`src/source/adc_acq_params.svh`:
```
`ifndef ADC_ACQ_PARAMS_SVH
`define ADC_ACQ_PARAMS_SVH

//////////////////////////////
// buffer geometry
//////////////////////////////

// write/read address width, 2**8 = 256 sample-pair words
`define CBUF_ADDR_W 8

// words written after the trigger word, must stay below the depth
`define POST_TRIG_LEN 100

//////////////////////////////
// adc format
//////////////////////////////

`define SAMPLE_W 12 // bits per adc sample, over-range bit not included

`endif

```
`src/source/adc_acq_pkg.sv`:
```
`include "adc_acq_params.svh"
`default_nettype none

package adc_acq_pkg;

    //////////////////////////////
    // acquisition controller
    //////////////////////////////

    // idle      waiting for arm, buffer writes off
    // armed     pre-trigger fill, buffer runs circular
    // post_trig trigger accepted, counting the tail
    // done      frozen, waiting for the readout to release
    typedef enum logic [1:0] {
        st_idle      = 2'd0,
        st_armed     = 2'd1,
        st_post_trig = 2'd2,
        st_done      = 2'd3
    } acq_state_t;

    //////////////////////////////
    // sample-pair word
    //////////////////////////////

    // packed msb first, so bit 0 ends up as the first over-range bit
    typedef struct packed {
        logic [`SAMPLE_W-1:0] samp1; // second sample, bits 25:14
        logic                 ovr1;  // second over-range, bit 13
        logic [`SAMPLE_W-1:0] samp0; // first sample, bits 12:1
        logic                 ovr0;  // first over-range, bit 0
    } sample_pair_t;

endpackage

`default_nettype wire

```
`src/source/acq_status_if.sv`:
```
`include "adc_acq_params.svh"
`default_nettype none

// end-of-acquisition status, controller to readout
interface acq_status_if;

    logic                    acq_done;    // buffer frozen, contents valid
    logic [`CBUF_ADDR_W-1:0] trig_addr;   // where the trigger word landed
    logic [`CBUF_ADDR_W-1:0] last_addr;   // newest word in the buffer
    logic                    wrapped;     // write pointer passed the top at least once
    logic                    acq_release; // one-cycle pulse, readout finished

    // controller side
    modport ctrl (
        output acq_done,
        output trig_addr,
        output last_addr,
        output wrapped,
        input  acq_release
    );

    // readout side
    modport rdout (
        input  acq_done,
        input  trig_addr,
        input  last_addr,
        input  wrapped,
        output acq_release
    );

endinterface

`default_nettype wire

```
`src/source/cbuf_readout.sv`:
```
`include "adc_acq_params.svh"
`default_nettype none

module cbuf_readout
    import adc_acq_pkg::*;
(
    input  wire                       adc_clk,
    input  wire                       reset,
    input  wire                       rd_req,   // host side of the four-phase handshake
    input  wire sample_pair_t         rd_q,     // ram read data
    output logic [`CBUF_ADDR_W-1:0]   rd_addr,
    output logic                      rd_ack,
    output sample_pair_t              rd_data,
    output logic                      rd_trig,  // this word is the trigger word
    output logic                      rd_last,  // final word of the acquisition
    acq_status_if.rdout               status
);

    localparam logic [`CBUF_ADDR_W:0] depth = 1 << `CBUF_ADDR_W;

    typedef enum logic [1:0] {
        rs_idle, // no frozen buffer
        rs_wait, // waiting for rd_req
        rs_read, // ram read in flight
        rs_ack   // ack high, waiting for rd_req to drop
    } rd_state_t;

    rd_state_t             rd_state;
    logic [`CBUF_ADDR_W:0] rem;      // words still to hand out, the current one included

    // rd_addr holds still for the whole handshake, so the ram output is stable
    assign rd_data = rd_q;

    //////////////////////////////
    // handshake fsm
    //////////////////////////////

    always_ff @(posedge adc_clk) begin
        if (reset) begin
            rd_state           <= rs_idle;
            rd_addr            <= '0;
            rem                <= '0;
            rd_ack             <= 1'b0;
            rd_trig            <= 1'b0;
            rd_last            <= 1'b0;
            status.acq_release <= 1'b0;
        end else begin
            status.acq_release <= 1'b0;           // single-cycle pulse
            case (rd_state)
                rs_idle: begin
                    // skip the release cycle, acq_done is still high then
                    if (status.acq_done && !status.acq_release) begin
                        rd_state <= rs_wait;
                        if (status.wrapped) begin
                            rd_addr <= status.last_addr + 1'b1; // oldest word
                            rem     <= depth;
                        end else begin
                            rd_addr <= '0;
                            rem     <= {1'b0, status.last_addr} + 1'b1;
                        end
                    end
                end
                rs_wait: begin
                    if (rd_req) begin
                        rd_state <= rs_read;
                    end
                end
                rs_read: begin
                    rd_state <= rs_ack;
                    rd_ack   <= 1'b1;
                    rd_trig  <= (rd_addr == status.trig_addr);
                    rd_last  <= (rem == 'd1);
                end
                rs_ack: begin
                    if (!rd_req) begin
                        rd_ack  <= 1'b0;
                        rd_trig <= 1'b0;
                        rd_last <= 1'b0;
                        rd_addr <= rd_addr + 1'b1;    // wraps with the buffer
                        rem     <= rem - 1'b1;
                        if (rem == 'd1) begin
                            rd_state           <= rs_idle;
                            status.acq_release <= 1'b1;
                        end else begin
                            rd_state <= rs_wait;
                        end
                    end
                end
                default: rd_state <= rs_idle;
            endcase
        end
    end

endmodule

`default_nettype wire

```
`src/flat_wrapper.sv`:
```
// flat-port wrapper written by rule: the top's interface ports become plain ports
module cbuf_readout_flat import adc_acq_pkg::*;
  (adc_clk, reset, rd_req, rd_q, rd_addr, rd_ack, rd_data, rd_trig, rd_last, status_acq_done, status_trig_addr, status_last_addr, status_wrapped, status_acq_release);
  acq_status_if status_i ();
  input  wire adc_clk;
  input  wire reset;
  input  wire rd_req;
  input  wire sample_pair_t rd_q;
  output logic [`CBUF_ADDR_W-1:0] rd_addr;
  output logic rd_ack;
  output sample_pair_t rd_data;
  output logic rd_trig;
  output logic rd_last;
  input wire logic [$bits(status_i.acq_done)-1:0] status_acq_done;
  input wire logic [$bits(status_i.trig_addr)-1:0] status_trig_addr;
  input wire logic [$bits(status_i.last_addr)-1:0] status_last_addr;
  input wire logic [$bits(status_i.wrapped)-1:0] status_wrapped;
  output wire logic [$bits(status_i.acq_release)-1:0] status_acq_release;
  assign status_i.acq_done = status_acq_done;
  assign status_i.trig_addr = status_trig_addr;
  assign status_i.last_addr = status_last_addr;
  assign status_i.wrapped = status_wrapped;
  assign status_acq_release = status_i.acq_release;
  cbuf_readout u_core (.adc_clk(adc_clk), .reset(reset), .rd_req(rd_req), .rd_q(rd_q), .rd_addr(rd_addr), .rd_ack(rd_ack), .rd_data(rd_data), .rd_trig(rd_trig), .rd_last(rd_last), .status(status_i));
endmodule
```
`config.mk`:
```
export PLATFORM = sky130hd
export DESIGN_NAME = cbuf_readout_flat
export DESIGN_NICKNAME = d
export VERILOG_FILES = /design/src/source/adc_acq_pkg.sv /design/src/source/acq_status_if.sv /design/src/source/cbuf_readout.sv /design/src/flat_wrapper.sv
export VERILOG_INCLUDE_DIRS = /design/src /design/src/source
export SDC_FILE = /design/constraint.sdc
export NUM_CORES = 1
export LEC_CHECK = 0
export BUFFER_PORTS_ARGS = -buffer_cell sky130_fd_sc_hd__buf_2
export CORE_MARGIN = 2
export CORE_UTILIZATION = 35
export DETAILED_ROUTE_END_ITERATION = 7
export PLACE_DENSITY = 0.63
export REMOVE_ABC_BUFFERS = 1
export SLEW_MARGIN = 20
export SYNTH_ARGS = -nofsm -noshare
export SYNTH_HDL_FRONTEND = slang
export SYNTH_SLANG_ARGS = --single-unit
```
`constraint.sdc`:
```
create_clock -name adc_clk -period 2.6 [get_ports adc_clk]
set_input_delay 0.52 -clock adc_clk [delete_from_list [all_inputs] [get_ports adc_clk]]
set_output_delay 0.52 -clock adc_clk [all_outputs]
set_load 0.005 [all_outputs]
```
==> results.py <==
metrics = {
    "yosys": {
        "synth_top_family_by_area": "compound AO/OA/AOI/OAI gates",
        "async_reset_ff_frac": 0,
        "synth_cell_types": 43,
        "synth-edff-count": 0,
        "yosys-top-cells-area": "dfxtp_1 (27%), buf_4 (11%), ha_1 (6.5%), a21oi_1 (5.2%), o21ai_0 (4.6%)",
        "synthTopCellsByCount": "buf_4 (26), dfxtp_1 (23), a21oi_1 (18)",
        "synth_xor_area_frac": 0.0555,
        "synth.avg_cell_area_um2": 7.72,
        "ys_warn_count": 0,
        "synth_fa_ha_area_frac": 0.0648,
        "yosys.area_share.simple": 0.222,
        "yosysTopAreaCell": "dfxtp_1",
        "netlist_instances": 225,
        "muxShareOfSynthArea": 0.0122,
        "ys_seq_elements": 23,
        "synth-compound-area-share": 0.223,
        "yosys.cell_count.top_type": "buf_4",
        "ys_seq_area_frac": 0.265,
        "syn_area_um2": 1740,
        "ys.flop_type": "dfxtp_1",
        "synth.top_cell.area_share": 0.265,
    },
    "routing": {
        "wl_met1_mm": 2.33,
        "routed-wl-met3_um": 476,
        "ant_nets": 0,
        "vias": 1660,
        "post_drt_wl_per_cell_um": 16.3,
        "totalWireLength_mm": 4.84,
        "vias_per_cell": 5.59,
        "highest_layer": "met4",
        "met2WireLength_mm": 1.99,
        "drc": 0,
        "firstDrtPassIters": 4,
        "drtIter0Drc": 78,
    },
    "power": {
        "ir_drop_uv": 318,
        "p_leak_nw": 0.699,
        "p_per_area_nw_per_um2": 1010,
    },
    "timing": {
        "slew_headroom": 0.578,
        "setup_viol": 0,
        "hold_viol": 0,
        "tns_ns": 0,
        "fin_ws_ns": 0.594,
        "clock_skew_ns": 0.00758,
        "fin_crit_sh": 0.772,
        "min_period_ns": 2.01,
        "tightest_slew_ns": 0.628,
        "fmax_mhz": 498,
        "rsz0062_at_grt": "no",
        "slew_violations": 0,
    },
    "clock_network": {
        "hold_buffers": 0,
        "cts.clk_slew.worst_paths_ns": 0.09,
        "clockRootBuffer": "clkbuf_8",
        "cts_sinks": 23,
        "htreeDepth": 1,
        "cts_setup_buffers": 0,
        "cts_resized": 0,
        "cts_tree": "done",
        "clock_latency_ns": 0.27,
        "cts_made_buffers": 3,
        "clockBufferDepth": 2,
    },
    "worst_setup_path": {
        "r2r_end": "u_core.rem[5]$_SDFFE_PP0P_",
        "rr_worst_depth": 7,
        "end_kind": "register",
        "critPathLaunchType": "register",
        "crit_fanout": 13,
        "worstSetupPathType": "register to register",
        "crit_arrival_ns": 2.20,
        "critPathCapture": "u_core.rem[5]$_SDFFE_PP0P_",
        "critPathLaunch": "u_core.rd_state[0]$_SDFFE_PP0P_",
        "r2r-start": "u_core.rd_state[0]$_SDFFE_PP0P_",
        "critPathRequiredTime_ns": 2.79,
        "r2r_slack_ns": 0.59,
    },
    "flow_run": {
        "maxCapViolations": 0,
    },
    "grt": {
        "grt_pass1_wl_mm": 7.56,
        "grt_pass1_vias": 1524,
        "grt_max_degree": 29,
        "grt_usage": 0.180,
        "grt_overflow": 0,
        "antenna_found_initial": 0,
    },
    "finish": {
        "syn_to_final_growth_pct": 5.48,
        "num-nets-final": 287,
        "fin_util": 0.385,
        "drive_gt1_frac": 0.191,
        "diodes": 0,
    },
    "floorplan": {
        "core_um2": 4750,
        "fp-row-count": 25,
        "die_x_um": 74.4,
        "fp.dieH_um": 74.4,
        "dieArea_um2": 5540,
        "ios": 85,
        "start_util": 0.365,
    },
    "placed_design": {
        "dp_hpwl_mm": 3.70,
        "numPortBuffers": 32,
        "post-place-ws_ns": 0.615,
        "gp_congestion": 0.832,
    },
    "min_path": {
        "hold_path.class": "register to register",
    },
    "status": {
        "status": "finished, final reports clean",
    },
}
worst min path at each step:
stage	startpoint	to	cells past startpoint
after floorplan	u_core.rd_last$_SDFFE_PP0P_	u_core.rd_last$_SDFFE_PP0P_	2
after detailed placement	u_core.rd_trig$_SDFFE_PP0P_	u_core.rd_trig$_SDFFE_PP0P_	2
after CTS	u_core.rd_trig$_SDFFE_PP0P_	u_core.rd_trig$_SDFFE_PP0P_	2
final	u_core.rd_trig$_SDFFE_PP0P_	u_core.rd_trig$_SDFFE_PP0P_	2
after global placement	u_core.rd_trig$_SDFFE_PP0P_	u_core.rd_trig$_SDFFE_PP0P_	2
after global routing	u_core.rd_last$_SDFFE_PP0P_	u_core.rd_last$_SDFFE_PP0P_	2
routing by layer:
layer,vias to the layer above,track usage
met1,780,0.256
met4,0,0.0317
met5,-,0.0370
li1,804,-
met2,70,0.242
met3,6,0.0908
sequential cells by signal, indices dropped and copies added (netlist names):
register / cells
u_core.status.acq_release: 1
u_core.rd_addr: 8
u_core.rd_last: 1
u_core.rem: 9
u_core.rd_trig: 1
u_core.rd_state: 2
u_core.rd_ack: 1
area by class of cell:
type | instances | area, um2
clock buffer | 3 | 41.3
clock inverter | 1 | 7.51
fill | 522 | 2920
inverter | 11 | 41.3
multi-input combinational | 156 | 1010
sequential | 23 | 460
tap | 67 | 83.8
timing repair buffer | 36 | 190
layout by cell type, fill, tap and decap left out, types with 4 or more instances in the layout:
cell type  count
a21oi_1       18
a221oi_1       5
a31oi_1        6
buf_2         32
buf_4          4
dfxtp_1       23
ha_1           9
inv_1         10
nand2_1       12
nand2b_1       4
nand3_1       11
nand4_1        6
nor2_1        10
nor3_1        13
nor4_1         4
o21ai_0       16
xor2_1         8
where the power goes:
part | internal [mW] | switching (mW)
registers | 0.472 | 0.153
clock network | 0.108 | 0.123
logic | 0.421 | 0.574
cell families after synthesis:
logic type	after synthesis
and+or+nand+nor	72
AOI/OAI and AO/OA	62
buffers and inverters	46
DFF	23
xor gates and xnor gates	11
adders and majority gates	9
muxes	2
metrics by stage:
stage	area, um2	instances	power (mW)	hold WS (ns)
2_1_floorplan	1500	190	1.26	0.442
3_3_place_gp	1780	293	1.60	0.439
3_5_place_dp	1780	293	1.61	0.445
4_1_cts	1830	297	1.84	0.457
5_1_grt	1830	297	2.02	0.491
6_report	1830	297	1.85	0.451
worst max-delay path: stages (launching register included):
cell,delay (ns)
dfxtp_1,0.35
inv_1,0.15
ha_1,0.26
nor2_1,0.10
a211oi_2,0.49
buf_4,0.30
nand4_1,0.11
a31oi_1,0.18
Note: power is estimated with default switching activity, not from simulation.
