File: config.mk
export PLATFORM = sky130hd
export DESIGN_NAME = acq_trig_ctrl_flat
export DESIGN_NICKNAME = d
export VERILOG_FILES = /design/src/source/adc_acq_pkg.sv /design/src/source/acq_status_if.sv /design/src/source/acq_trig_ctrl.sv /design/src/flat_wrapper.sv
export VERILOG_INCLUDE_DIRS = /design/src /design/src/source
export SDC_FILE = /design/constraint.sdc
export NUM_CORES = 1
export LEC_CHECK = 0
export ABC_CLOCK_PERIOD_IN_PS = 2600
export BUFFER_PORTS_ARGS = -buffer_cell sky130_fd_sc_hd__buf_2
export CAP_MARGIN = 20
export CORE_ASPECT_RATIO = 1.2
export CORE_MARGIN = 2
export CORE_UTILIZATION = 33
export CTS_CLUSTER_SIZE = 16
export DETAILED_ROUTE_END_ITERATION = 8
export PLACE_DENSITY_LB_ADDON = 0.12
export SLEW_MARGIN = 20
export SYNTH_ARGS = -nofsm -noshare
export SYNTH_HDL_FRONTEND = slang
export SYNTH_SLANG_ARGS = --single-unit
File: constraint.sdc
create_clock -name adc_clk -period 2.6 [get_ports adc_clk]
set_input_delay 0.13 -clock adc_clk [delete_from_list [all_inputs] [get_ports adc_clk]]
set_output_delay 0.13 -clock adc_clk [all_outputs]
set_load 0.01 [all_outputs]
File: src/source/adc_acq_params.svh
`ifndef ADC_ACQ_PARAMS_SVH
`define ADC_ACQ_PARAMS_SVH

//////////////////////////////
// buffer geometry
//////////////////////////////

// write/read address width, 2**8 = 256 sample-pair words
`define CBUF_ADDR_W 8

// words written after the trigger word, must stay below the depth
`define POST_TRIG_LEN 100

//////////////////////////////
// adc format
//////////////////////////////

`define SAMPLE_W 12 // bits per adc sample, over-range bit not included

`endif

File: src/source/adc_acq_pkg.sv
`include "adc_acq_params.svh"
`default_nettype none

package adc_acq_pkg;

    //////////////////////////////
    // acquisition controller
    //////////////////////////////

    // idle      waiting for arm, buffer writes off
    // armed     pre-trigger fill, buffer runs circular
    // post_trig trigger accepted, counting the tail
    // done      frozen, waiting for the readout to release
    typedef enum logic [1:0] {
        st_idle      = 2'd0,
        st_armed     = 2'd1,
        st_post_trig = 2'd2,
        st_done      = 2'd3
    } acq_state_t;

    //////////////////////////////
    // sample-pair word
    //////////////////////////////

    // packed msb first, so bit 0 ends up as the first over-range bit
    typedef struct packed {
        logic [`SAMPLE_W-1:0] samp1; // second sample, bits 25:14
        logic                 ovr1;  // second over-range, bit 13
        logic [`SAMPLE_W-1:0] samp0; // first sample, bits 12:1
        logic                 ovr0;  // first over-range, bit 0
    } sample_pair_t;

endpackage

`default_nettype wire

File: src/source/acq_status_if.sv
`include "adc_acq_params.svh"
`default_nettype none

// end-of-acquisition status, controller to readout
interface acq_status_if;

    logic                    acq_done;    // buffer frozen, contents valid
    logic [`CBUF_ADDR_W-1:0] trig_addr;   // where the trigger word landed
    logic [`CBUF_ADDR_W-1:0] last_addr;   // newest word in the buffer
    logic                    wrapped;     // write pointer passed the top at least once
    logic                    acq_release; // one-cycle pulse, readout finished

    // controller side
    modport ctrl (
        output acq_done,
        output trig_addr,
        output last_addr,
        output wrapped,
        input  acq_release
    );

    // readout side
    modport rdout (
        input  acq_done,
        input  trig_addr,
        input  last_addr,
        input  wrapped,
        output acq_release
    );

endinterface

`default_nettype wire

File: src/source/acq_trig_ctrl.sv
`include "adc_acq_params.svh"
`default_nettype none

module acq_trig_ctrl
    import adc_acq_pkg::*;
(
    input  wire                       adc_clk,
    input  wire                       reset,
    input  wire                       arm,        // start a new acquisition
    input  wire                       trig_in,    // external trigger, level sampled
    input  wire                       wr_valid,   // a write lands this cycle
    input  wire [`CBUF_ADDR_W-1:0]    wr_addr,
    output logic                      cbuf_wr_en,
    output logic                      trig_pulse,
    output logic                      acq_busy,
    acq_status_if.ctrl                status
);

    localparam logic [`CBUF_ADDR_W-1:0] post_len = `POST_TRIG_LEN;
    localparam logic [`CBUF_ADDR_W-1:0] top_addr = '1;

    acq_state_t              state;
    logic [`CBUF_ADDR_W-1:0] post_cnt; // enabled cycles left after the trigger

    //////////////////////////////
    // decoded outputs
    //////////////////////////////

    assign trig_pulse      = (state == st_armed) && trig_in; // only the first trigger counts
    assign acq_busy        = (state == st_armed) || (state == st_post_trig);
    assign status.acq_done = (state == st_done);

    //////////////////////////////
    // acquisition fsm
    //////////////////////////////

    always_ff @(posedge adc_clk) begin
        if (reset) begin
            state          <= st_idle;
            cbuf_wr_en     <= 1'b0;
            post_cnt       <= '0;
            status.wrapped <= 1'b0;
        end else begin
            case (state)
                st_idle: begin
                    if (arm) begin
                        state          <= st_armed;
                        cbuf_wr_en     <= 1'b1;   // buffer starts filling
                        status.wrapped <= 1'b0;
                    end
                end
                st_armed: begin
                    if (trig_in) begin
                        state    <= st_post_trig;
                        post_cnt <= post_len;
                    end
                end
                st_post_trig: begin
                    // writes trail the enable by one cycle, so the enable
                    // covers the trigger word plus post_len more
                    if (cbuf_wr_en) begin
                        post_cnt <= post_cnt - 1'b1;
                        if (post_cnt == 'd1) begin
                            cbuf_wr_en <= 1'b0;
                        end
                    end else if (wr_valid) begin
                        state <= st_done;         // final write landing now
                    end
                end
                st_done: begin
                    if (status.acq_release) begin
                        state <= st_idle;
                    end
                end
                default: state <= st_idle;
            endcase
            if (wr_valid && (wr_addr == top_addr)) begin
                status.wrapped <= 1'b1;           // oldest data now follows last_addr
            end
        end
    end

    //////////////////////////////
    // address capture
    //////////////////////////////

    // both fields freeze in done because no writes happen there
    always_ff @(posedge adc_clk) begin
        if (wr_valid && (state == st_post_trig) && (post_cnt == post_len)) begin
            status.trig_addr <= wr_addr;          // first write after the trigger
        end
        if (wr_valid) begin
            status.last_addr <= wr_addr;
        end
    end

endmodule

`default_nettype wire

File: src/flat_wrapper.sv
// flat-port wrapper written by rule: the top's interface ports become plain ports
module acq_trig_ctrl_flat import adc_acq_pkg::*;
  (adc_clk, reset, arm, trig_in, wr_valid, wr_addr, cbuf_wr_en, trig_pulse, acq_busy, status_acq_done, status_trig_addr, status_last_addr, status_wrapped, status_acq_release);
  acq_status_if status_i ();
  input  wire adc_clk;
  input  wire reset;
  input  wire arm;
  input  wire trig_in;
  input  wire wr_valid;
  input  wire [`CBUF_ADDR_W-1:0] wr_addr;
  output logic cbuf_wr_en;
  output logic trig_pulse;
  output logic acq_busy;
  output wire logic [$bits(status_i.acq_done)-1:0] status_acq_done;
  output wire logic [$bits(status_i.trig_addr)-1:0] status_trig_addr;
  output wire logic [$bits(status_i.last_addr)-1:0] status_last_addr;
  output wire logic [$bits(status_i.wrapped)-1:0] status_wrapped;
  input wire logic [$bits(status_i.acq_release)-1:0] status_acq_release;
  assign status_acq_done = status_i.acq_done;
  assign status_trig_addr = status_i.trig_addr;
  assign status_last_addr = status_i.last_addr;
  assign status_wrapped = status_i.wrapped;
  assign status_i.acq_release = status_acq_release;
  acq_trig_ctrl u_core (.adc_clk(adc_clk), .reset(reset), .arm(arm), .trig_in(trig_in), .wr_valid(wr_valid), .wr_addr(wr_addr), .cbuf_wr_en(cbuf_wr_en), .trig_pulse(trig_pulse), .acq_busy(acq_busy), .status(status_i));
endmodule
==> key figures <==
Run status
  – Status: complete, no violations

Finish
  – Finished Layout Cells: 203
  – Post-layout instance area: 1540 um2
  – Share of layout cells above drive strength 1: 0.291
  – Commonest cells after routing, fill and taps aside: buf_2, edfxtp_1, dfxtp_1
  – P&R area growth vs syn: 22.1%
  – Commonest non-fill, non-tap cell in the layout: buf_2
  – Ant. Diodes: 0
  – Final #Nets: 173

Clock network
  – Clk slew on worst S/H paths: 0.09 ns
  – Setup bufs post-CTS: 0
  – CTS buffer count: 3
  – Post-cts hold buffer count: 0
  – # resized after CTS: 0
  – CTS Root Cell: clkbuf_8
  – Maximum count of clock buffers along a single path: 2
  – Htree depth: 1
  – Worst skew pair latency: 0.27 ns
  – CTS tree: done
  – CTS sink count: 28

Synth
  – Mapped Area: 1260 um2
  – Sequential area share after synthesis: 0.570
  – Syn_nets: 135
  – Synth area leaders: edfxtp_1, dfxtp_1, ha_1
  – Number of synthesized register bits: 28
  – Top-area cell type share of the netlist area: 0.380
  – Yosys cell types: 35
  – Synth Instances: 114
  – Ys Warns: 0
  – Syn_area_per_cell: 11.1 um2
  – Largest area contributor in the netlist: edfxtp_1

Power
  – Cell Int Power: 867 uW
  – VDD IR max: 0.614 mV
  – P per Cell Area: 884 nW/um2
  – Logic pwr share: 0.372
  – Pleak: 0.000626 uW
  – Switching Share: 0.364
  – Clock Power Share: 0.173
  – Flop pwr share: 0.455
  – Switching power: 497 uW

Placed design
  – Area after DPL: 1500 um2
  – Placer Congestion: 0.757
  – Placed Instances: 199
  – Number of port buffers: 34
  – Dpl hpwl: 2080 um

Floorplan
  – Top-level port count: 35
  – Die height: 71.8 um
  – CORE AREA: 3660 um2
  – Initial Util: 0.345
  – Die W: 60.5 um
  – Std-Cell Rows: 24
  – Die footprint: 4350 um2

Timing
  – Period utilisation layout: 0.688
  – Skew final: 0.00100 ns
  – Slew @ Worst Pin: 0.372 ns
  – RSZ-0062 raised after global routing: no
  – Max Slew Vio Count: 0
  – Setup TNS: 0 ns
  – Number of setup violations in the final report: 0
  – Min Tclk post-route: 1.79 ns
  – Slew margin rel.: 0.752
  – Achievable frequency: 0.559 GHz
  – Endpoints failing hold: 0

Setup path
  – Kind of critical path: reg -> reg
  – Register-to-Register Path Depth: 6
  – Worst path arrival time: 2.00 ns
  – Startpoint Class: flip-flop
  – Critical Path Source: u_core.state[0]
  – CP required: 2.81 ns
  – Setup slack, reg-to-reg: 0.81 ns
  – CP endpoint kind: flip-flop
  – Crit-path max FO: 12
  – Worst reg2reg path endpoint: u_core.post_cnt[7]
  – Reg-to-reg startpoint: u_core.state[0]
  – CP endpoint: u_core.post_cnt[7]

Routing
  – Vias post-DR: 966
  – Detail Route Antenna Nets: 0
  – Top sig layer: met4
  – Met3 WL post-DR: 141 um
  – DR pass1 iterations: 4
  – Number of remaining DRC errors: 0
  – Met1 WL: 1230 um
  – Routed WL: 2760 um
  – DRT iter0 DRCs: 21
  – Routed len/inst: 13.6 um
  – Met2 WL: 1370 um
  – Via/cell ratio: 4.76

Hold path
  – Min-delay worst type: in -> reg

Global route
  – First-pass GRT wire length: 4520 um
  – Initial antenna violation count: 0
  – Vias in the first global route: 1,003
  – Largest net degree at the start of global routing: 16
  – Grt total ovfl: 0
  – Total track usage: 0.138

Job
  – MaxCap Viol Count: 0
-- synth_stat cells --
cell,count
nand2_2,1
buf_6,1
o2111ai_1,1
mux2i_1,2
inv_1,7
xor2_1,3
and3_1,2
nand4b_1,1
ha_1,7
nand4_1,4
nor3b_1,1
nor3_1,3
or2b_1,2
or3_1,1
or4_1,1
o41ai_1,1
nor2b_1,2
nand3b_1,2
edfxtp_1,16
mux2_4,1
nand3_2,1
nand2b_1,1
nand2_1,8
dfxtp_1,12
nor2_1,7
or2_2,1
inv_2,1
and2_1,2
a211oi_1,1
o21ai_0,7
a31oi_1,1
a21oi_1,9
clkbuf_1,1
nor4_1,1
nand3_1,2
-- layout make-up --
cell class / count / area, um2
flip-flops and latches: 28 / 721
multi-input cells: 76 / 505
clock buffers: 3 / 41.3
fillers: 383 / 2120
inverters: 8 / 30.0
repair buffers: 35 / 178
well taps: 52 / 65.1
clock inverters: 1 / 3.75
-- worst min-delay path by stage --
stage,slack [ns],startpoint,endpoint,cells after the start
2_1_floorplan,0.23,wr_addr[0],u_core.status.last_addr[0],0
3_3_place_gp,0.34,wr_addr[1],u_core.status.last_addr[1],1
3_5_place_dp,0.34,wr_addr[1],u_core.status.last_addr[1],1
4_1_cts,0.05,wr_addr[1],u_core.status.last_addr[1],1
5_1_grt,0.06,wr_addr[6],u_core.status.last_addr[6],1
6_report,0.06,wr_addr[2],u_core.status.last_addr[2],1
-- power by group through the flow --
stage	logic, uW	clock network [uW]	registers (uW)
final	508	236	621
after global routing	574	257	632
after global placement	503	0	626
after floorplan	389	0	611
after CTS	511	245	620
after detailed placement	509	0	628
-- flip-flops by register name, summed over array words and instances, names as in the netlist --
signal and cells:
u_core.status.last_addr 8, u_core.status.trig_addr 8, u_core.post_cnt 8, u_core.state 2
u_core.status.wrapped 1, u_core.cbuf_wr_en 1
-- critical path: stages (launching register included) --
cell     delay [ns]
dfxtp_1        0.40
inv_1          0.09
ha_1           0.34
or2b_1         0.28
nand3_2        0.12
or3_1          0.36
a21oi_1        0.14
-- through the flow --
step	total power, uW	hold WS (ns)	worst slack [ns]	utilization
after CTS	1380	0.0548	0.812	0.421
after floorplan	1000	0.229	0.539	-
after global placement	1130	0.337	0.938	0.409
after global routing	1460	0.0577	0.633	0.421
after detailed placement	1140	0.342	0.839	0.409
final	1360	0.0631	0.812	0.421
-- cell families (layout without fill, tap and decap cells) --
family | Yosys count | count (layout) | synth area share
adders and majority gates | 7 | 7 | 0.0692
and+or+nand+nor | 43 | 43 | 0.189
muxes | 3 | 3 | 0.0277
DFF | 28 | 28 | 0.570
xor gates and xnor gates | 3 | 3 | 0.0208
AOI/OAI and AO/OA | 20 | 20 | 0.0880
buffers and inverters | 10 | 47 | 0.0356
-- layer usage --
layer	up-vias	GRT usage
li1	485	-
met1	451	0.160
met2	28	0.249
met3	2	0.0181
met4	0	0.0531
met5	-	0
No activity file was read; power rests on OpenSTA's default activity.
