### src/source/adc_acq_params.svh
`ifndef ADC_ACQ_PARAMS_SVH
`define ADC_ACQ_PARAMS_SVH

//////////////////////////////
// buffer geometry
//////////////////////////////

// write/read address width, 2**8 = 256 sample-pair words
`define CBUF_ADDR_W 8

// words written after the trigger word, must stay below the depth
`define POST_TRIG_LEN 100

//////////////////////////////
// adc format
//////////////////////////////

`define SAMPLE_W 12 // bits per adc sample, over-range bit not included

`endif

### src/source/adc_acq_pkg.sv
`include "adc_acq_params.svh"
`default_nettype none

package adc_acq_pkg;

    //////////////////////////////
    // acquisition controller
    //////////////////////////////

    // idle      waiting for arm, buffer writes off
    // armed     pre-trigger fill, buffer runs circular
    // post_trig trigger accepted, counting the tail
    // done      frozen, waiting for the readout to release
    typedef enum logic [1:0] {
        st_idle      = 2'd0,
        st_armed     = 2'd1,
        st_post_trig = 2'd2,
        st_done      = 2'd3
    } acq_state_t;

    //////////////////////////////
    // sample-pair word
    //////////////////////////////

    // packed msb first, so bit 0 ends up as the first over-range bit
    typedef struct packed {
        logic [`SAMPLE_W-1:0] samp1; // second sample, bits 25:14
        logic                 ovr1;  // second over-range, bit 13
        logic [`SAMPLE_W-1:0] samp0; // first sample, bits 12:1
        logic                 ovr0;  // first over-range, bit 0
    } sample_pair_t;

endpackage

`default_nettype wire

### src/source/adc_to_circ_buf.sv
`include "adc_acq_params.svh"
`default_nettype none

module adc_to_circ_buf
    import adc_acq_pkg::*;
(
    input  wire                       adc_clk,
    input  wire                       reset,
    input  wire sample_pair_t         pair_dat,             // registered adc pair
    input  wire                       use_dummy_data,       // counter pattern instead of adc
    input  wire                       dummy_dat_reset_mode, // restart counter on each trigger
    input  wire                       cbuf_wr_en,           // from the trigger controller
    input  wire                       trig_pulse,           // accepted trigger, one cycle
    output logic                      wr_valid,
    output logic [`CBUF_ADDR_W-1:0]   wr_addr,
    output sample_pair_t              wr_dat
);

    logic [`SAMPLE_W-1:0] dummy_cnt; // integrity test pattern

    //////////////////////////////
    // dummy data counter
    //////////////////////////////

    always_ff @(posedge adc_clk) begin
        if (reset || (dummy_dat_reset_mode && trig_pulse)) begin
            dummy_cnt <= '0;
        end else if (use_dummy_data && cbuf_wr_en) begin
            dummy_cnt <= dummy_cnt + 1'b1; // wraps at 4095
        end
    end

    //////////////////////////////
    // data source select
    //////////////////////////////

    // counter and its inverse, over-range forced low in dummy mode
    always_ff @(posedge adc_clk) begin
        if (use_dummy_data) begin
            wr_dat.ovr0  <= 1'b0;
            wr_dat.samp0 <= dummy_cnt;
            wr_dat.ovr1  <= 1'b0;
            wr_dat.samp1 <= ~dummy_cnt;
        end else begin
            wr_dat <= pair_dat;
        end
    end

    //////////////////////////////
    // write address
    //////////////////////////////

    // wr_valid trails cbuf_wr_en by one cycle, the address only
    // steps after a write has landed, so the first write is at 0
    always_ff @(posedge adc_clk) begin
        if (reset) begin
            wr_valid <= 1'b0;
            wr_addr  <= '0;
        end else begin
            wr_valid <= cbuf_wr_en;
            if (!cbuf_wr_en) begin
                wr_addr <= '0;                 // parked while disabled
            end else if (wr_valid) begin
                wr_addr <= wr_addr + 1'b1;     // natural wrap at the top
            end
        end
    end

endmodule

`default_nettype wire

### config.mk
export PLATFORM = sky130hd
export DESIGN_NAME = adc_to_circ_buf
export DESIGN_NICKNAME = d
export VERILOG_FILES = /design/src/source/adc_acq_pkg.sv /design/src/source/adc_to_circ_buf.sv
export VERILOG_INCLUDE_DIRS = /design/src /design/src/source
export SDC_FILE = /design/constraint.sdc
export NUM_CORES = 1
export LEC_CHECK = 0
export ABC_AREA = 1
export BUFFER_PORTS_ARGS = -buffer_cell sky130_fd_sc_hd__buf_2
export CAP_MARGIN = 20
export CELL_PAD_IN_SITES_DETAIL_PLACEMENT = 1
export CELL_PAD_IN_SITES_GLOBAL_PLACEMENT = 2
export CORE_MARGIN = 2
export CORE_UTILIZATION = 26
export DETAILED_ROUTE_END_ITERATION = 8
export GPL_TIMING_DRIVEN = 1
export PLACE_DENSITY = 0.84
export SLEW_MARGIN = 20
export SYNTH_ARGS = -nofsm -noshare
export SYNTH_HDL_FRONTEND = slang
export SYNTH_SLANG_ARGS = --single-unit
### constraint.sdc
create_clock -name adc_clk -period 1.79 [get_ports adc_clk]
set_clock_uncertainty 0.15 [all_clocks]
set_input_delay 0.358 -clock adc_clk [delete_from_list [all_inputs] [get_ports adc_clk]]
set_output_delay 0.358 -clock adc_clk [all_outputs]
set_load 0.03 [all_outputs]
==> flow_summary.yaml, run 1 <==
outcome:
  status: "complete, no violations"
logic_synthesis:
  ys_seq_area_frac: 0.515
  synthDistinctLibCells: 24
  syn-num-nets: 260
  yosys_warnings: 0
  netlist_area_mm2: 0.00183
  ys_ff_latch: 47
  synthCells: 226
  syn_avg_cell_area_um2: 8.08
place:
  place.gp.congestion: 0.787
  placed_cell_area_mm2: 0.00227
  dpl.hpwl_um: 3610
  dp_slack_ns: 0.310
  port_buffers: 66
die:
  rows: 30
  start_util: 0.269
  die_h_um: 87.8
  dieWidth_um: 87.8
  die_area_mm2: 0.00771
  core_mm2: 0.00679
  pin_count: 67
clock_tree:
  htree_levels: 2
  clk_latency_ns: 0.29
  clock-sinks: 47
  root_buffer: "clkbuf_8"
  clock_path_buffers: 2
  cts_setup_buffers: 0
  path_clk_slew_ns: 0.09
  cts_buffers: 5
  cts_tree: "done"
  holdBufCountCts: 0
  post_cts_resized: 0
cells_and_area:
  stdcell_area_mm2: 0.00235
  fin_nets: 331
  drive_above_1_share: 0.302
  area_delta_synth_final_pct: 28.8
  diodes: 0
sta:
  setup_violations: 0
  max_slew.worst_pin.slew_ns: 0.466
  period_share: 0.848
  postLayoutSetupSlackWorst_ns: 0.271
  fin_setup_tns_ns: 0
  rsz0062_at_grt: "false"
  min_period_ns: 1.52
  hold_viol_final: 0
  slew_viol_final: 0
  slew_headroom: 0.689
  fmax_mhz: 658
setup_path:
  r2r_setup_slack_ns: 0.36
  cp.depth: 1
  path_cells: "buf_2"
  critical_path_class: "reg -> out"
  crit_family: "flip-flops"
  crit_path_top_delay_cell: "dfxtp_1"
  path_buf_inv: 1
  worstSetupStartpoint: "wr_valid$_SDFF_PP0_"
  end_kind: "primary output"
  crit_required_ns: 1.28
  cp_slowest_stage_delay_ns: 0.47
  reg2regPathDepth: 8
  cp-start-kind: "flip-flop"
  timing.critical_path.to: "wr_valid"
  crit_fanout: 8
  worst_r2r_endpoint: "wr_addr[6]$_SDFFE_PP0P_"
  r2r-start: "wr_addr[0]$_SDFFE_PP0P_"
  cp_data_arrival_time_ns: 1.01
routing:
  first_pass_iters: 4
  wl_per_cell_um: 11.5
  ant_nets: 0
  route.detailed.drc: 0
  viasPerCell: 4.14
  drt_iter0_markers: 41
  wl_um: 4540
  via_count: 1632
job:
  drv_cap: 0
global_routing:
  antenna_found_initial: 0
  grt_overflow_total: 0
  grt_max_degree: 16
  grtUsageTotal: 0.124
  grt_pass1_vias: 1643
  grt_pass1_wl_um: 7470
power_and_ir_drop:
  power.density_mw_per_mm2: 826
  ir_worst_vdd_mv: 0.264
  p_leak_nw: 1.12
worst_hold_path:
  hp-class: "in -> reg"
  min_delay_path_depth: 3
==> cell usage in the layout (no fill, tap or decap) <==
master and instances:
nand2_4 1, nor2_2 1, nand2_2 2, ha_1 2, inv_1 26, o21a_1 12
nor3b_1 1, o21ai_1 2, a21oi_4 1, o21ai_0 6, dfxtp_1 47, nor2_1 20
nor2_4 5, nand3_2 1, nor3_1 3, buf_4 2, nand2_1 67, a21oi_1 10
xor2_1 2, buf_2 66, nor2_8 1, nand4_1 3, nand3_1 7, inv_2 2
clkinv_2 3, clkbuf_8 5
==> cell type report <==
type | instances | area [um^2]
Timing Repair Buffer | 68 | 345
Inverter | 28 | 105
Sequential cell | 47 | 941
Multi-Input combinational cell | 147 | 758
Clock buffer | 5 | 68.8
Tap cell | 96 | 120
Fill cell | 869 | 4440
Clock inverter | 3 | 15.0
==> cells by family (layout without fill, tap and decap cells) <==
family                   Yosys count  after routing  synth area share
AO/OA/AOI/OAI                     31             31             0.108
AND/OR/NAND/NOR                  112            112             0.284
flip-flops                        47             47             0.515
adder cells (fa/ha/maj)            2              2            0.0137
XOR/XNOR                           2              2           0.00959
buffers and inverters             32            104            0.0699
==> worst min-delay path by stage <==
stage                                         end  slack [ns]                        from
after CTS                       wr_dat[1]$_DFF_P_        0.09                 pair_dat[1]
after global routing           wr_dat[14]$_DFF_P_         0.1                pair_dat[14]
after floorplan               wr_valid$_SDFF_PP0_        0.29                       reset
after detailed placement       wr_dat[25]$_DFF_P_        0.33  dummy_cnt[11]$_SDFFE_PP0P_
after global placement    wr_addr[0]$_SDFFE_PP0P_        0.34     wr_addr[0]$_SDFFE_PP0P_
final                           wr_dat[1]$_DFF_P_         0.1                 pair_dat[1]
==> where the power goes <==
group / leakage [nW] / internal [mW] / total, mW / switching (mW)
Sequential: 0.387 / 1.08 / 1.10 / 0.0143
Clock: 0.0477 / 0.268 / 0.622 / 0.354
Combinational: 0.687 / 0.0764 / 0.224 / 0.148
==> worst reg2reg max path, delay by kind of cell, from the launching register on <==
kind                     cells  cell delay (ns)
flip-flops                   1             0.40
adder cells (fa/ha/maj)      1             0.19
AND/OR/NAND/NOR              7             0.59
==> routing by layer <==
| metal | up-vias | share of wire | global-route usage |
|---|---|---|---|
| li1 | 846 | - | - |
| met3 | 3 | 0.035 | 0.0236 |
| met4 | 0 | 0.0042 | 0.0462 |
| met2 | 32 | 0.50 | 0.211 |
| met5 | - | 0 | 0 |
| met1 | 751 | 0.46 | 0.155 |
==> per-stage QoR <==
step                       util  std cells  total power [mW]  hold WS, ns
after global routing      0.346        394              2.04       0.0969
after CTS                 0.346        394              1.98       0.0880
after detailed placement  0.334        386              1.35        0.332
final                     0.346        394              1.94       0.0969
after floorplan               -        226              1.26        0.294
after global placement    0.334        386              1.35        0.337
==> registers in the layout, indices dropped and copies added (netlist names) <==
signal	count
wr_valid	1
wr_addr	8
wr_dat	26
dummy_cnt	12
==> synthesized netlist by cell type (all sizes together) <==
master | number | share of area
a21oi | 11 | 0.036
buf | 4 | 0.012
dfxtp | 47 | 0.52
ha | 2 | 0.014
inv | 28 | 0.058
nand2 | 70 | 0.15
nand3 | 8 | 0.025
nand4 | 3 | 0.010
nor2 | 27 | 0.086
nor3 | 3 | 0.0082
nor3b | 1 | 0.0041
o21a | 12 | 0.049
o21ai | 8 | 0.022
xor2 | 2 | 0.0096
Power figures use the tool's default switching activity.
==> run 2, diff against run 1 <==
CORE_UTILIZATION = 24   (was 26)
PLACE_DENSITY = 0.82   (was 0.84)
clock period = 1.3 ns   (was 1.79 ns; I/O delays follow)
==> run 2 against run 1 <==
Clock-buffer cell count unchanged. Critical path depth unchanged. Global-route usage decreased by 0.26 points. Setup slack got worse by 0.24 ns. Core utilization increased by 2.0 points. Via count increased by 5.7%. Critical path type unchanged. Highest routed layer unchanged.
==> flow_summary.yaml, run 2 (synthesized netlist as in run 1, its figures left out) <==
global_routing:
  grt_overflow_total: 0
  grtUsageTotal: 0.121
  grt_pass1_vias: 1765
  antenna_found_initial: 0
  grt_pass1_wl_um: 8160
  grt_max_degree: 16
worst_hold_path:
  whs_endpoint: "wr_dat[1]$_DFF_P_"
  hp-start: "pair_dat[1]"
  min_delay_path_depth: 3
  hp-class: "in -> reg"
die:
  core_mm2: 0.00733
  rows: 31
  die_h_um: 91.2
  start_util: 0.249
  die_area_mm2: 0.00833
  dieWidth_um: 91.2
  pin_count: 67
clock_tree:
  path_clk_slew_ns: 0.09
  clock-sinks: 47
  root_buffer: "clkbuf_8"
  cts_tree: "done"
  htree_levels: 2
  clock_path_buffers: 2
  cts_setup_buffers: 0
  clk_latency_ns: 0.30
  cts_buffers: 5
cells_and_area:
  diodes: 0
  fin_nets: 353
  drive_above_1_share: 0.381
  largest_registers: "wr_dat x26, dummy_cnt x12, wr_addr x8"
  largest_reg_flops: 26
  final_cell_mix: "nand2_1 (61), buf_2 (57), dfxtp_1 (37), inv_1 (25), nor2_1 (19)"
  area_delta_synth_final_pct: 47.1
  fin_cells: 419
  top_register: "wr_dat"
  fillers: 902
  final_common_cell: "nand2_1"
setup_path:
  crit_required_ns: 0.89
  crit_fanout: 3
  cp_data_arrival_time_ns: 0.86
  critical_path_class: "reg -> out"
  reg2regPathDepth: 6
  r2r_setup_slack_ns: 0.03
  path_buf_inv: 1
  crit_family: "flip-flops"
  crit_path_top_delay_cell: "dfxtp_1"
  end_kind: "primary output"
  path_cells: "clkbuf_4"
  cp_slowest_stage_delay_ns: 0.36
  worst_r2r_endpoint: "dummy_cnt[6]$_SDFFE_PP0P_"
  cp-start-kind: "flip-flop"
  r2r-start: "dummy_cnt[0]$_SDFFE_PP0P_"
routing:
  viasPerCell: 4.12
  route.detailed.drc: 0
  drt_iter0_markers: 43
  first_pass_iters: 4
  wl_um: 5060
  wl_per_cell_um: 12.1
  via_count: 1725
  ant_nets: 0
power_and_ir_drop:
  ir_worst_vdd_mv: 0.324
  power.density_mw_per_mm2: 1020
  finalPower_mw: 2.73
  p_leak_nw: 1.24
sta:
  setup_violations: 0
  rsz0062_at_grt: "true"
  max_slew.worst_pin.slew_ns: 0.473
  min_period_ns: 1.27
  hold_viol_final: 0
  hold_ws_ns: 0.00351
  slew_headroom: 0.684
  slew_viol_final: 0
  period_share: 0.973
  fin_setup_tns_ns: 0
  fmax_mhz: 790
outcome:
  status: "complete, no violations"
place:
  placedCellCount: 397
  place.gp.congestion: 0.733
  port_buffers: 66
  dpl.hpwl_um: 3670
job:
  drv_cap: 0
-- run 2: power by group --
part	total [mW]	internal (mW)	switching, mW
Sequential	1.51	1.49	0.0205
Clock	0.866	0.369	0.496
Combinational	0.360	0.144	0.216
-- run 2: timing repair --
| item | in CTS | in global routing |
|---|---|---|
| gates cloned | 0 | 1 |
| pin swaps | 6 | 8 |
| setup endpoints to repair | 7 | 18 |
| resized for setup | 13 | 27 |
| hold buffers | 10 | 3 |
| hold endpoints to repair | 10 | 3 |
-- run 2: through the flow --
step           area [um^2]  worst slack [ns]   util
2_1_floorplan         1840           -0.0328      -
3_3_place_gp          2340            0.0202  0.320
3_5_place_dp          2340           -0.0154  0.320
4_1_cts               2560          0.000126  0.350
5_1_grt               2690           -0.0413  0.366
6_report              2690            0.0346  0.366
-- run 2: layout make-up --
type                    instances  area (um^2)  area share
repair buffers                 89          562       0.209
well taps                      99          124      0.0461
inverters                      28          105      0.0391
clock buffers                   5         68.8      0.0256
flip-flops and latches         47          963       0.359
clock inverters                 3         15.0     0.00559
multi-input cells             148          848       0.316
-- run 2: worst max-delay path by stage --
stage          slack, ns  cells after the start                 startpoint                          to
3_5_place_dp       -0.02                      6  dummy_cnt[1]$_SDFFE_PP0P_   dummy_cnt[8]$_SDFFE_PP0P_
6_report            0.03                      1    wr_addr[6]$_SDFFE_PP0P_                  wr_addr[6]
2_1_floorplan      -0.03                      8    wr_addr[0]$_SDFFE_PP0P_     wr_addr[6]$_SDFFE_PP0P_
4_1_cts           0.0001                      1    wr_addr[2]$_SDFFE_PP0P_                  wr_addr[2]
5_1_grt            -0.04                      7  dummy_cnt[1]$_SDFFE_PP0P_  dummy_cnt[11]$_SDFFE_PP0P_
3_3_place_gp        0.02                      6  dummy_cnt[0]$_SDFFE_PP0P_   dummy_cnt[8]$_SDFFE_PP0P_
-- run 2: routing by layer --
metal | track usage | wire (um) | up-vias
li1 | - | - | 893
met1 | 0.147 | 2230 | 790
met2 | 0.212 | 2600 | 37
met3 | 0.0266 | 171 | 5
met4 | 0.0417 | 59 | 0
met5 | 0 | 0 | -
