`src/source/adc_acq_params.svh`:
```
`ifndef ADC_ACQ_PARAMS_SVH
`define ADC_ACQ_PARAMS_SVH

//////////////////////////////
// buffer geometry
//////////////////////////////

// write/read address width, 2**8 = 256 sample-pair words
`define CBUF_ADDR_W 8

// words written after the trigger word, must stay below the depth
`define POST_TRIG_LEN 100

//////////////////////////////
// adc format
//////////////////////////////

`define SAMPLE_W 12 // bits per adc sample, over-range bit not included

`endif

```
`src/source/adc_acq_pkg.sv`:
```
`include "adc_acq_params.svh"
`default_nettype none

package adc_acq_pkg;

    //////////////////////////////
    // acquisition controller
    //////////////////////////////

    // idle      waiting for arm, buffer writes off
    // armed     pre-trigger fill, buffer runs circular
    // post_trig trigger accepted, counting the tail
    // done      frozen, waiting for the readout to release
    typedef enum logic [1:0] {
        st_idle      = 2'd0,
        st_armed     = 2'd1,
        st_post_trig = 2'd2,
        st_done      = 2'd3
    } acq_state_t;

    //////////////////////////////
    // sample-pair word
    //////////////////////////////

    // packed msb first, so bit 0 ends up as the first over-range bit
    typedef struct packed {
        logic [`SAMPLE_W-1:0] samp1; // second sample, bits 25:14
        logic                 ovr1;  // second over-range, bit 13
        logic [`SAMPLE_W-1:0] samp0; // first sample, bits 12:1
        logic                 ovr0;  // first over-range, bit 0
    } sample_pair_t;

endpackage

`default_nettype wire

```
`src/source/adc_input_reg.sv`:
```
`include "adc_acq_params.svh"
`default_nettype none

module adc_input_reg
    import adc_acq_pkg::*;
(
    input  wire                 adc_clk,
    input  wire                 reset,
    input  wire [`SAMPLE_W:0]   adc_lane0,  // {ovr, sample}, first sample of the pair
    input  wire [`SAMPLE_W:0]   adc_lane1,  // {ovr, sample}, second sample of the pair
    input  wire                 arm,        // new acquisition, clears the sticky flag
    output sample_pair_t        pair_dat,
    output logic                ovr_seen    // some sample clipped since the last arm
);

    logic lane_ovr; // either lane over range this cycle

    assign lane_ovr = adc_lane0[`SAMPLE_W] | adc_lane1[`SAMPLE_W];

    //////////////////////////////
    // lane capture
    //////////////////////////////

    // plain pipeline register, repacks the lanes into the pair layout
    always_ff @(posedge adc_clk) begin
        pair_dat.ovr0  <= adc_lane0[`SAMPLE_W];
        pair_dat.samp0 <= adc_lane0[`SAMPLE_W-1:0];
        pair_dat.ovr1  <= adc_lane1[`SAMPLE_W];
        pair_dat.samp1 <= adc_lane1[`SAMPLE_W-1:0];
    end

    //////////////////////////////
    // sticky over-range
    //////////////////////////////

    always_ff @(posedge adc_clk) begin
        if (reset || arm) begin
            ovr_seen <= 1'b0;          // arm wins over a same-cycle clip
        end else if (lane_ovr) begin
            ovr_seen <= 1'b1;          // hold until the next arm
        end
    end

endmodule

`default_nettype wire

```
`config.mk`:
```
export PLATFORM = sky130hd
export DESIGN_NAME = adc_input_reg
export DESIGN_NICKNAME = d
export VERILOG_FILES = /design/src/source/adc_acq_pkg.sv /design/src/source/adc_input_reg.sv
export VERILOG_INCLUDE_DIRS = /design/src /design/src/source
export SDC_FILE = /design/constraint.sdc
export NUM_CORES = 1
export LEC_CHECK = 0
export BUFFER_PORTS_ARGS = -buffer_cell sky130_fd_sc_hd__buf_2
export CAP_MARGIN = 20
export CORE_UTILIZATION = 34
export DETAILED_ROUTE_END_ITERATION = 12
export PLACE_DENSITY = 0.74
export REMOVE_ABC_BUFFERS = 1
export SLEW_MARGIN = 30
export SYNTH_ARGS = -nofsm -noshare
export SYNTH_HDL_FRONTEND = slang
export SYNTH_SLANG_ARGS = --single-unit
```
`constraint.sdc`:
```
create_clock -name adc_clk -period 1.4 [get_ports adc_clk]
set_clock_uncertainty 0.2 [all_clocks]
set_input_delay 0.21 -clock adc_clk [delete_from_list [all_inputs] [get_ports adc_clk]]
set_output_delay 0.21 -clock adc_clk [all_outputs]
set_load 0.02 [all_outputs]
```
==> results.txt, run 1 <==
Subtracting the final worst setup slack from the clock period gives 1242 ps. The sort of element at the start of the critical path is a flop. Together, buffers and inverters on the worst path number 1. The number of distinct library cells after synthesis is 2.

The final routed wire length divided by cell count is around 14 um. The final number of max-transition violations came out at 0. The final route contains about 560 vias.

The first TritonRoute pass finished after 2 iterations. For the pin with the worst max-slew slack, the measured transition is 162.8 ps. From synthesis to final layout, the design area changed by 109.3%. The fraction of the cycle the final worst path needs came out at around nine tenths. The core area came out at 0.001506 mm^2.

The met1 track demand over resource came out at 23.18%. The reported leakage power is between 0.5 and 0.6 nW. The worst setup slack after placement is just over 500 ps. The number of hold violations in the final report is 0. After synthesis, flip-flops and latches occupy a little over nine tenths of the total area. The die height came out at ~42 um. The post-route setup TNS came out at 0 ps. The share of the core filled with cells in the final layout is about three quarters. The top cell type by area accounts for about 100% of the synthesized area. The placed standard-cell area is between 800 and 900 um^2. The most used flip-flop cell after synthesis is dfxtp_1. The critical path depth in cells came out at 1. STA classifies the critical path endpoint as a primary output.

The delay of the slowest cell on the worst path came out at 360 ps. Row generation in the floorplan step produced 14 rows. The post-detailed-route via-to-cell ratio is 4.212. The starting density of the core is 36.54%.

The peak clock frequency supported by timing came out at 805.1 MHz. The placer congestion estimate is roughly 0.69. The peak ir drop on the vdd network is between 0.0008 and 0.0009 V. The minimum setup slack among reg-to-reg paths is roughly 530 ps. The register bit count reported by yosys is 27. The number of synthesized flops with an enable pin is 0. Grouping stages by cell kind, the critical path spends the most delay in flip-flops.

The number of nets in the final layout is 146. After detailed routing, the total wire length is ~1900 um. The total power is between 1 and 1.5 mW.

The instance count after placement with tap cells included came out at 100. The sink count of the clock tree came out at 27. The number of H-tree levels came out at 1. The cell type with the largest total area after synthesis is dfxtp_1. Global routing consumed, on the met2 layer, approximately two fifths of the routing resources. The total I/O pin count came out at 56. TritonCTS built the clock tree.

The least setup slack across all paths after layout came out at ~160 ps. Dividing total power by cell area gives a power density of ~1100 mW/mm^2. Counting flops with an async set or reset pin after synthesis yields a share of 0%. The initial antenna violation count came out at 0. Buffers placed on the I/O ports in this run total 55. Once the clock tree was built, the setup fixing pass inserted 0 buffers. The clock latency on the worst-skew pair came out at around 300 ps. The remaining global-route overflow is 0. Setup repair after global routing left no endpoint under its margin.

The largest fanout on the critical path came out at 2. The synthesized area per cell is ~19 um^2. Leaving out filler cells and counting taps, the final layout contains between 100 and 150. The number of synthesis warnings came out at 0. For this run, global-route usage on met3 was measured as 8.190%.

In the global route stage, overall resource usage came out at 22.35%. The flow ran to the end, and the final reports show no timing, DRC or antenna violations. The wire length of the first global-routing pass is between 2000 and 3000 um. By instance count, the leading cell after synthesis is dfxtp_1. By startpoint and endpoint, the worst setup path is classified as reg2out. The number of cells on the worst hold path is 2. The die extent in x is approximately 42 um. In this run the remaining antenna-violating nets after routing total 0.

The worst hold path belongs to the class in2reg. The signal on the critical path passes through buf_2. For this design, the slowest cell found on the critical path is dfxtp_1. STA puts the critical path data arrival time at 830 ps.

The post-synthesis cell count came out at 29. The worst slew margin relative to its limit is between 80% and 90%. The CTS buffer count came out at 3. The via count of the first global-routing pass came out at ~570. The violation count after the first detailed-routing iteration came out at 2. The cell area after technology mapping came out at between 500 and 600 um^2. Data on the critical path is required at its endpoint by approximately 990 ps. For the worst flop-to-flop path, the logic depth is 2. The post-route standard cell area excluding fillers is around 0.0012 mm^2. The CTS root buffer is clkbuf_4. The remaining routing DRC violations came out at 0. Hold is met by around 330 ps.

The diode insertion count for antenna repair came out at 0. The die area is ~0.0018 mm^2. The half-perimeter wire length of the detailed placement result came out at around 870 um.

The clock-pin slew on the worst setup and hold paths is around 120 ps. In this run the deepest clock path goes through 2 buffers. The pin count of the biggest net entering global routing is 15. Sorting the synthesized cells by area gives the leading types as dfxtp_1 (98%), nor3_1 (1.8%). The post-CTS resize count came out at 0.

The busiest layer in global routing is met2. After synthesis, the most frequently instantiated cells are dfxtp_1 (27), nor3_1 (2). Cells with a size suffix above 1 make up around 50% of the layout. The setup violation total in the final timing report is 0.

The tool flagged a number of max-cap violations equal to 0.
[registers in the layout, indices dropped and copies added, names as in the netlist]
signal,count
pair_dat,26
ovr_seen,1
[kinds of logic after synthesis]
logic type | after synthesis | synth area share (%)
flip-flops | 27 | 98.18
AND/OR/NAND/NOR | 2 | 1.818
[report_power, final]
part | total, mW | switching (mW) | leakage [nW] | internal (mW)
Sequential | 0.821 | 0.0115 | 0.228 | 0.810
Combinational | 0.199 | 0.0931 | 0.336 | 0.106
Clock | 0.304 | 0.193 | 0.0150 | 0.111
Total | 1.32 | 0.297 | 0.579 | 1.03
[routing by layer]
metal	part of all wire, %	vias to the layer above
met2	51	52
met3	11	2
met4	0.54	0
met5	0	-
met1	37	238
li1	-	264
[cell type report]
type	instances	area [um^2]
Timing Repair Buffer	83	555.5
Multi-Input combinational cell	2	10.01
Tap cell	16	20.02
Clock buffer	4	26.28
Sequential cell	27	540.5
Fill cell	91	354.1
[worst reg2reg max path, delay by kind of cell (launching register included)]
family	cells	cell delay (ps)
flops	1	340
simple gates	2	240
[cell usage in the layout, fill, tap and decap left out]
cell type / synthesis / layout
clkbuf_4: 0 / 3
dfxtp_1: 27 / 27
buf_2: 0 / 55
nor3_1: 2 / 2
dlygate4sd3_1: 0 / 28
clkbuf_1: 0 / 1
[final timing paths]
path,from,endpoint
min reg2reg,ovr_seen$_SDFFE_PP0P_,ovr_seen$_SDFFE_PP0P_
min,adc_lane0[4],pair_dat[5]$_DFF_P_
max reg2reg,ovr_seen$_SDFFE_PP0P_,ovr_seen$_SDFFE_PP0P_
max,ovr_seen$_SDFFE_PP0P_,ovr_seen
[what timing repair did]
item                                    in CTS  in global routing
hold buffers                                28                  0
endpoints found under the hold margin       27                  0
endpoints found under the setup margin       0                  0
(Power assumes the default switching activity.)
==> inputs of run 2 (changes only) <==
--- a/config.mk
+++ b/config.mk
@@ -6,11 +6,12 @@
 export SDC_FILE = /design/constraint.sdc
 export NUM_CORES = 1
 export LEC_CHECK = 0
-export BUFFER_PORTS_ARGS = -buffer_cell sky130_fd_sc_hd__buf_2
 export CAP_MARGIN = 20
-export CORE_UTILIZATION = 34
+export CORE_AREA = 2 2 39 41
 export DETAILED_ROUTE_END_ITERATION = 12
-export PLACE_DENSITY = 0.74
+export DIE_AREA = 0 0 41 43
+export DONT_BUFFER_PORTS = 1
+export PLACE_DENSITY = 0.53
 export REMOVE_ABC_BUFFERS = 1
 export SLEW_MARGIN = 30
 export SYNTH_ARGS = -nofsm -noshare
==> constraint.sdc (replaced) <==
create_clock -name adc_clk -period 1.6 [get_ports adc_clk]
set_clock_uncertainty 0.2 [all_clocks]
set_input_delay 0.24 -clock adc_clk [delete_from_list [all_inputs] [get_ports adc_clk]]
set_output_delay 0.24 -clock adc_clk [all_outputs]
set_load 0.02 [all_outputs]
==> run 2 against run 1 <==
Global-route usage down 10 points; largest power group unchanged; die area down 1.2%; combinational power down 72%; clock-buffer cell count down 1; clock power down 12%; sequential share of layout area up 15 points; sequential power down 6.3%; critical path type is now in2reg.
==> results.txt, run 2 (same netlist as run 1, synthesis figures left out) <==
The flow ran to the end, and the final reports show no timing, DRC or antenna violations. The delay of the slowest cell on the worst path is 550 ps (+190 ps). The maximum clock path buffer count is 2 (unchanged). The instance count after placement with tap cells included is 45 (-55%). The arrival time of the worst setup path came out at 1570 ps (+740 ps). The violation count after the first detailed-routing iteration came out at 0 (-2). The setup violation total in the final timing report came out at 0 (unchanged). The number of standard cells in the layout, taps in and fillers out came out at 77 (-42%). The sink count of the clock tree came out at 27 (unchanged). The max-capacitance violation count came out at 0 (unchanged). The detailed-routing iteration count for the pre-antenna-repair pass was 1 (-1).

The remaining global-route overflow is 0 (unchanged). The final wirelength is 989 um (-47%). The worst slew margin relative to its limit came out at 83.39% (-5.7 points). The die height is 43 um (+1.8%). The critical path goes through dlygate4sd3_1 -> nor3_1 -> nor3_1 -> dlygate4sd3_1. The required time of the worst setup path came out at 1610 ps (+620 ps). Ranked by flip-flop count, first place goes to pair_dat. The largest fanout on the critical path is 2 (unchanged). The clock-pin slew on the worst setup and hold paths came out at 130 ps (about the same).

The number of H-tree levels is 1 (unchanged). The worst setup path is captured at a flop. The die extent in x came out at 41 um (-2.9%).

The minimum setup slack among reg-to-reg paths is 90 ps (-440 ps). The worst path uses between 90% and 100% of the clock period. The wire length of the first global-routing pass was 1442 um (-48%). The number of filler instances in the final layout came out at 106 (+16%). The initial antenna violation count was 0 (unchanged).

The number of nets in the final layout is 91 (-38%). The library cells used most frequently in the layout, excluding fill and tap cells, are dlygate4sd3_1 (28), dfxtp_1 (27), clkbuf_4 (3). The final number of max-transition violations came out at 0 (unchanged). The area growth from synthesis to layout is 59.55%. The peak clock frequency supported by timing came out at around 640 MHz. The diode insertion count for antenna repair is 0 (unchanged). The pin count of the biggest net entering global routing came out at 16 (+1).

The total number of vias came out at 332 (-40%). The core area came out at 0.001384 mm^2 (-8.1%). The number of buffers added on ports came to 0 (-100%). TritonCTS built the clock tree. The power density normalized to cell area came out at 1242 mW/mm^2 (+8.1%). For this design, the slowest cell found on the critical path is dlygate4sd3_1.

The reported leakage power is 0.3661 nW (-37%). The all-layer global routing usage is 12.12% (-10 points). The number of hold violations in the final report is 0 (unchanged).

The starting density of the core is 39.78% (+3.2 points). The post-CTS resize count is 0 (unchanged). The via count of the first global-routing pass is 363 (-37%).

The final routed wire length divided by cell count is 12.84 um (-8.7%). The post-detailed-route count of antenna-violating nets was 0 (unchanged). The worst setup slack after placement is 669.5 ps (+154.3 ps). The post-route setup TNS is 0 ps (unchanged).

By startpoint and endpoint, the worst setup path is classified as in2reg. Setup repair after global routing left no endpoint under its margin. The fraction of layout cells with a size suffix above 1 came out at 6.557% (-43 points). The CTS buffer count is 3 (unchanged). The least setup slack across all paths after layout came out at 39.67 ps (-118.2 ps). The peak ir drop on the vdd network came out at 0.0006657 V (-19%). The worst hold slack across all endpoints is 272.4 ps (-53.90 ps).

The clock period minus final worst setup slack came out at 1560 ps. The post-detailed-route via-to-cell ratio came out at 4.312 (+2.4%). The most common library cell in the layout ignoring fill and taps is dlygate4sd3_1. The site row count came out at 14 (unchanged). The die area is 0.001763 mm^2 (-1.2%).

The clock latency on the worst-skew pair is 300 ps (about the same). The CTS root buffer is clkbuf_4. The worst hold path belongs to the class in2reg.

The total I/O pin count came out at 56 (unchanged). The sort of element at the start of the critical path is an input port. The number of flip-flops in the largest register came out at 26 (unchanged). The worst-margin pin slew came out at 248.8 ps (+86.05 ps). The placer congestion estimate is 0.5947 (-14%). The remaining routing DRC violations came to 0 (unchanged).

The largest registers in the layout are pair_dat x26, ovr_seen x1. The share of the core filled with cells in the final layout is 63.47% (-13 points).
run 2: cell types whose count changed in the layout (fill, tap and decap cells not counted), sizes merged:
cell / change
buf: -55
clkbuf: -1
clkinv: +1
run 2: power breakdown:
| group | internal (mW) | leakage [nW] | switching, mW | total, mW |
|---|---|---|---|---|
| combinational | 0.0460 | 0.121 | 0.00881 | 0.0548 |
| clock | 0.0931 | 0.0177 | 0.174 | 0.268 |
| sequential | 0.709 | 0.228 | 0.0596 | 0.769 |
| total | 0.848 | 0.366 | 0.243 | 1.09 |
run 2: area by class of cell:
type,instances,area [um^2],share of cell area (%)
multi-input cells,2,10.01,1.140
flip-flops and latches,27,540.5,61.54
repair buffers,28,280.3,31.91
clock buffers,3,22.52,2.564
well taps,16,20.02,2.279
clock inverters,1,5.005,0.5698
run 2: metrics by stage:
step,power [mW],cell area (um^2)
after floorplan,0.7816,550.5
after global placement,0.7865,570.5
after detailed placement,0.7866,570.5
after CTS,1.102,878.3
after global routing,1.141,878.3
final,1.091,878.3
run 2: path summary, 6_finish.rpt:
path,from,to,cells after the start
hold reg to reg,ovr_seen$_SDFFE_PP0P_,ovr_seen$_SDFFE_PP0P_,3
setup reg to reg,ovr_seen$_SDFFE_PP0P_,ovr_seen$_SDFFE_PP0P_,3
setup / recovery,adc_lane1[12],ovr_seen$_SDFFE_PP0P_,4
hold / removal,adc_lane1[4],pair_dat[18]$_DFF_P_,1
run 2: per-layer routing:
layer | GRT usage [%] | wire length [um] | vias to the layer above
li1 | - | - | 154
met1 | 10.44 | 299 | 151
met2 | 23.75 | 595 | 27
met3 | 4.712 | 94 | 0
met4 | 2.000 | 0 | 0
met5 | 0 | 0 | -
run 2: critical path, delay by kind of cell:
family | cells | cell delay (ps)
buffers and inverters | 2 | 1100
and+or+nand+nor | 2 | 230
run 2: repair_timing:
action | 4_1_cts | 5_1_grt
endpoints found under the setup margin | 0 | 0
buffers inserted | 0 | 0
hold buffers | 28 | 0
endpoints found under the hold margin | 27 | 0
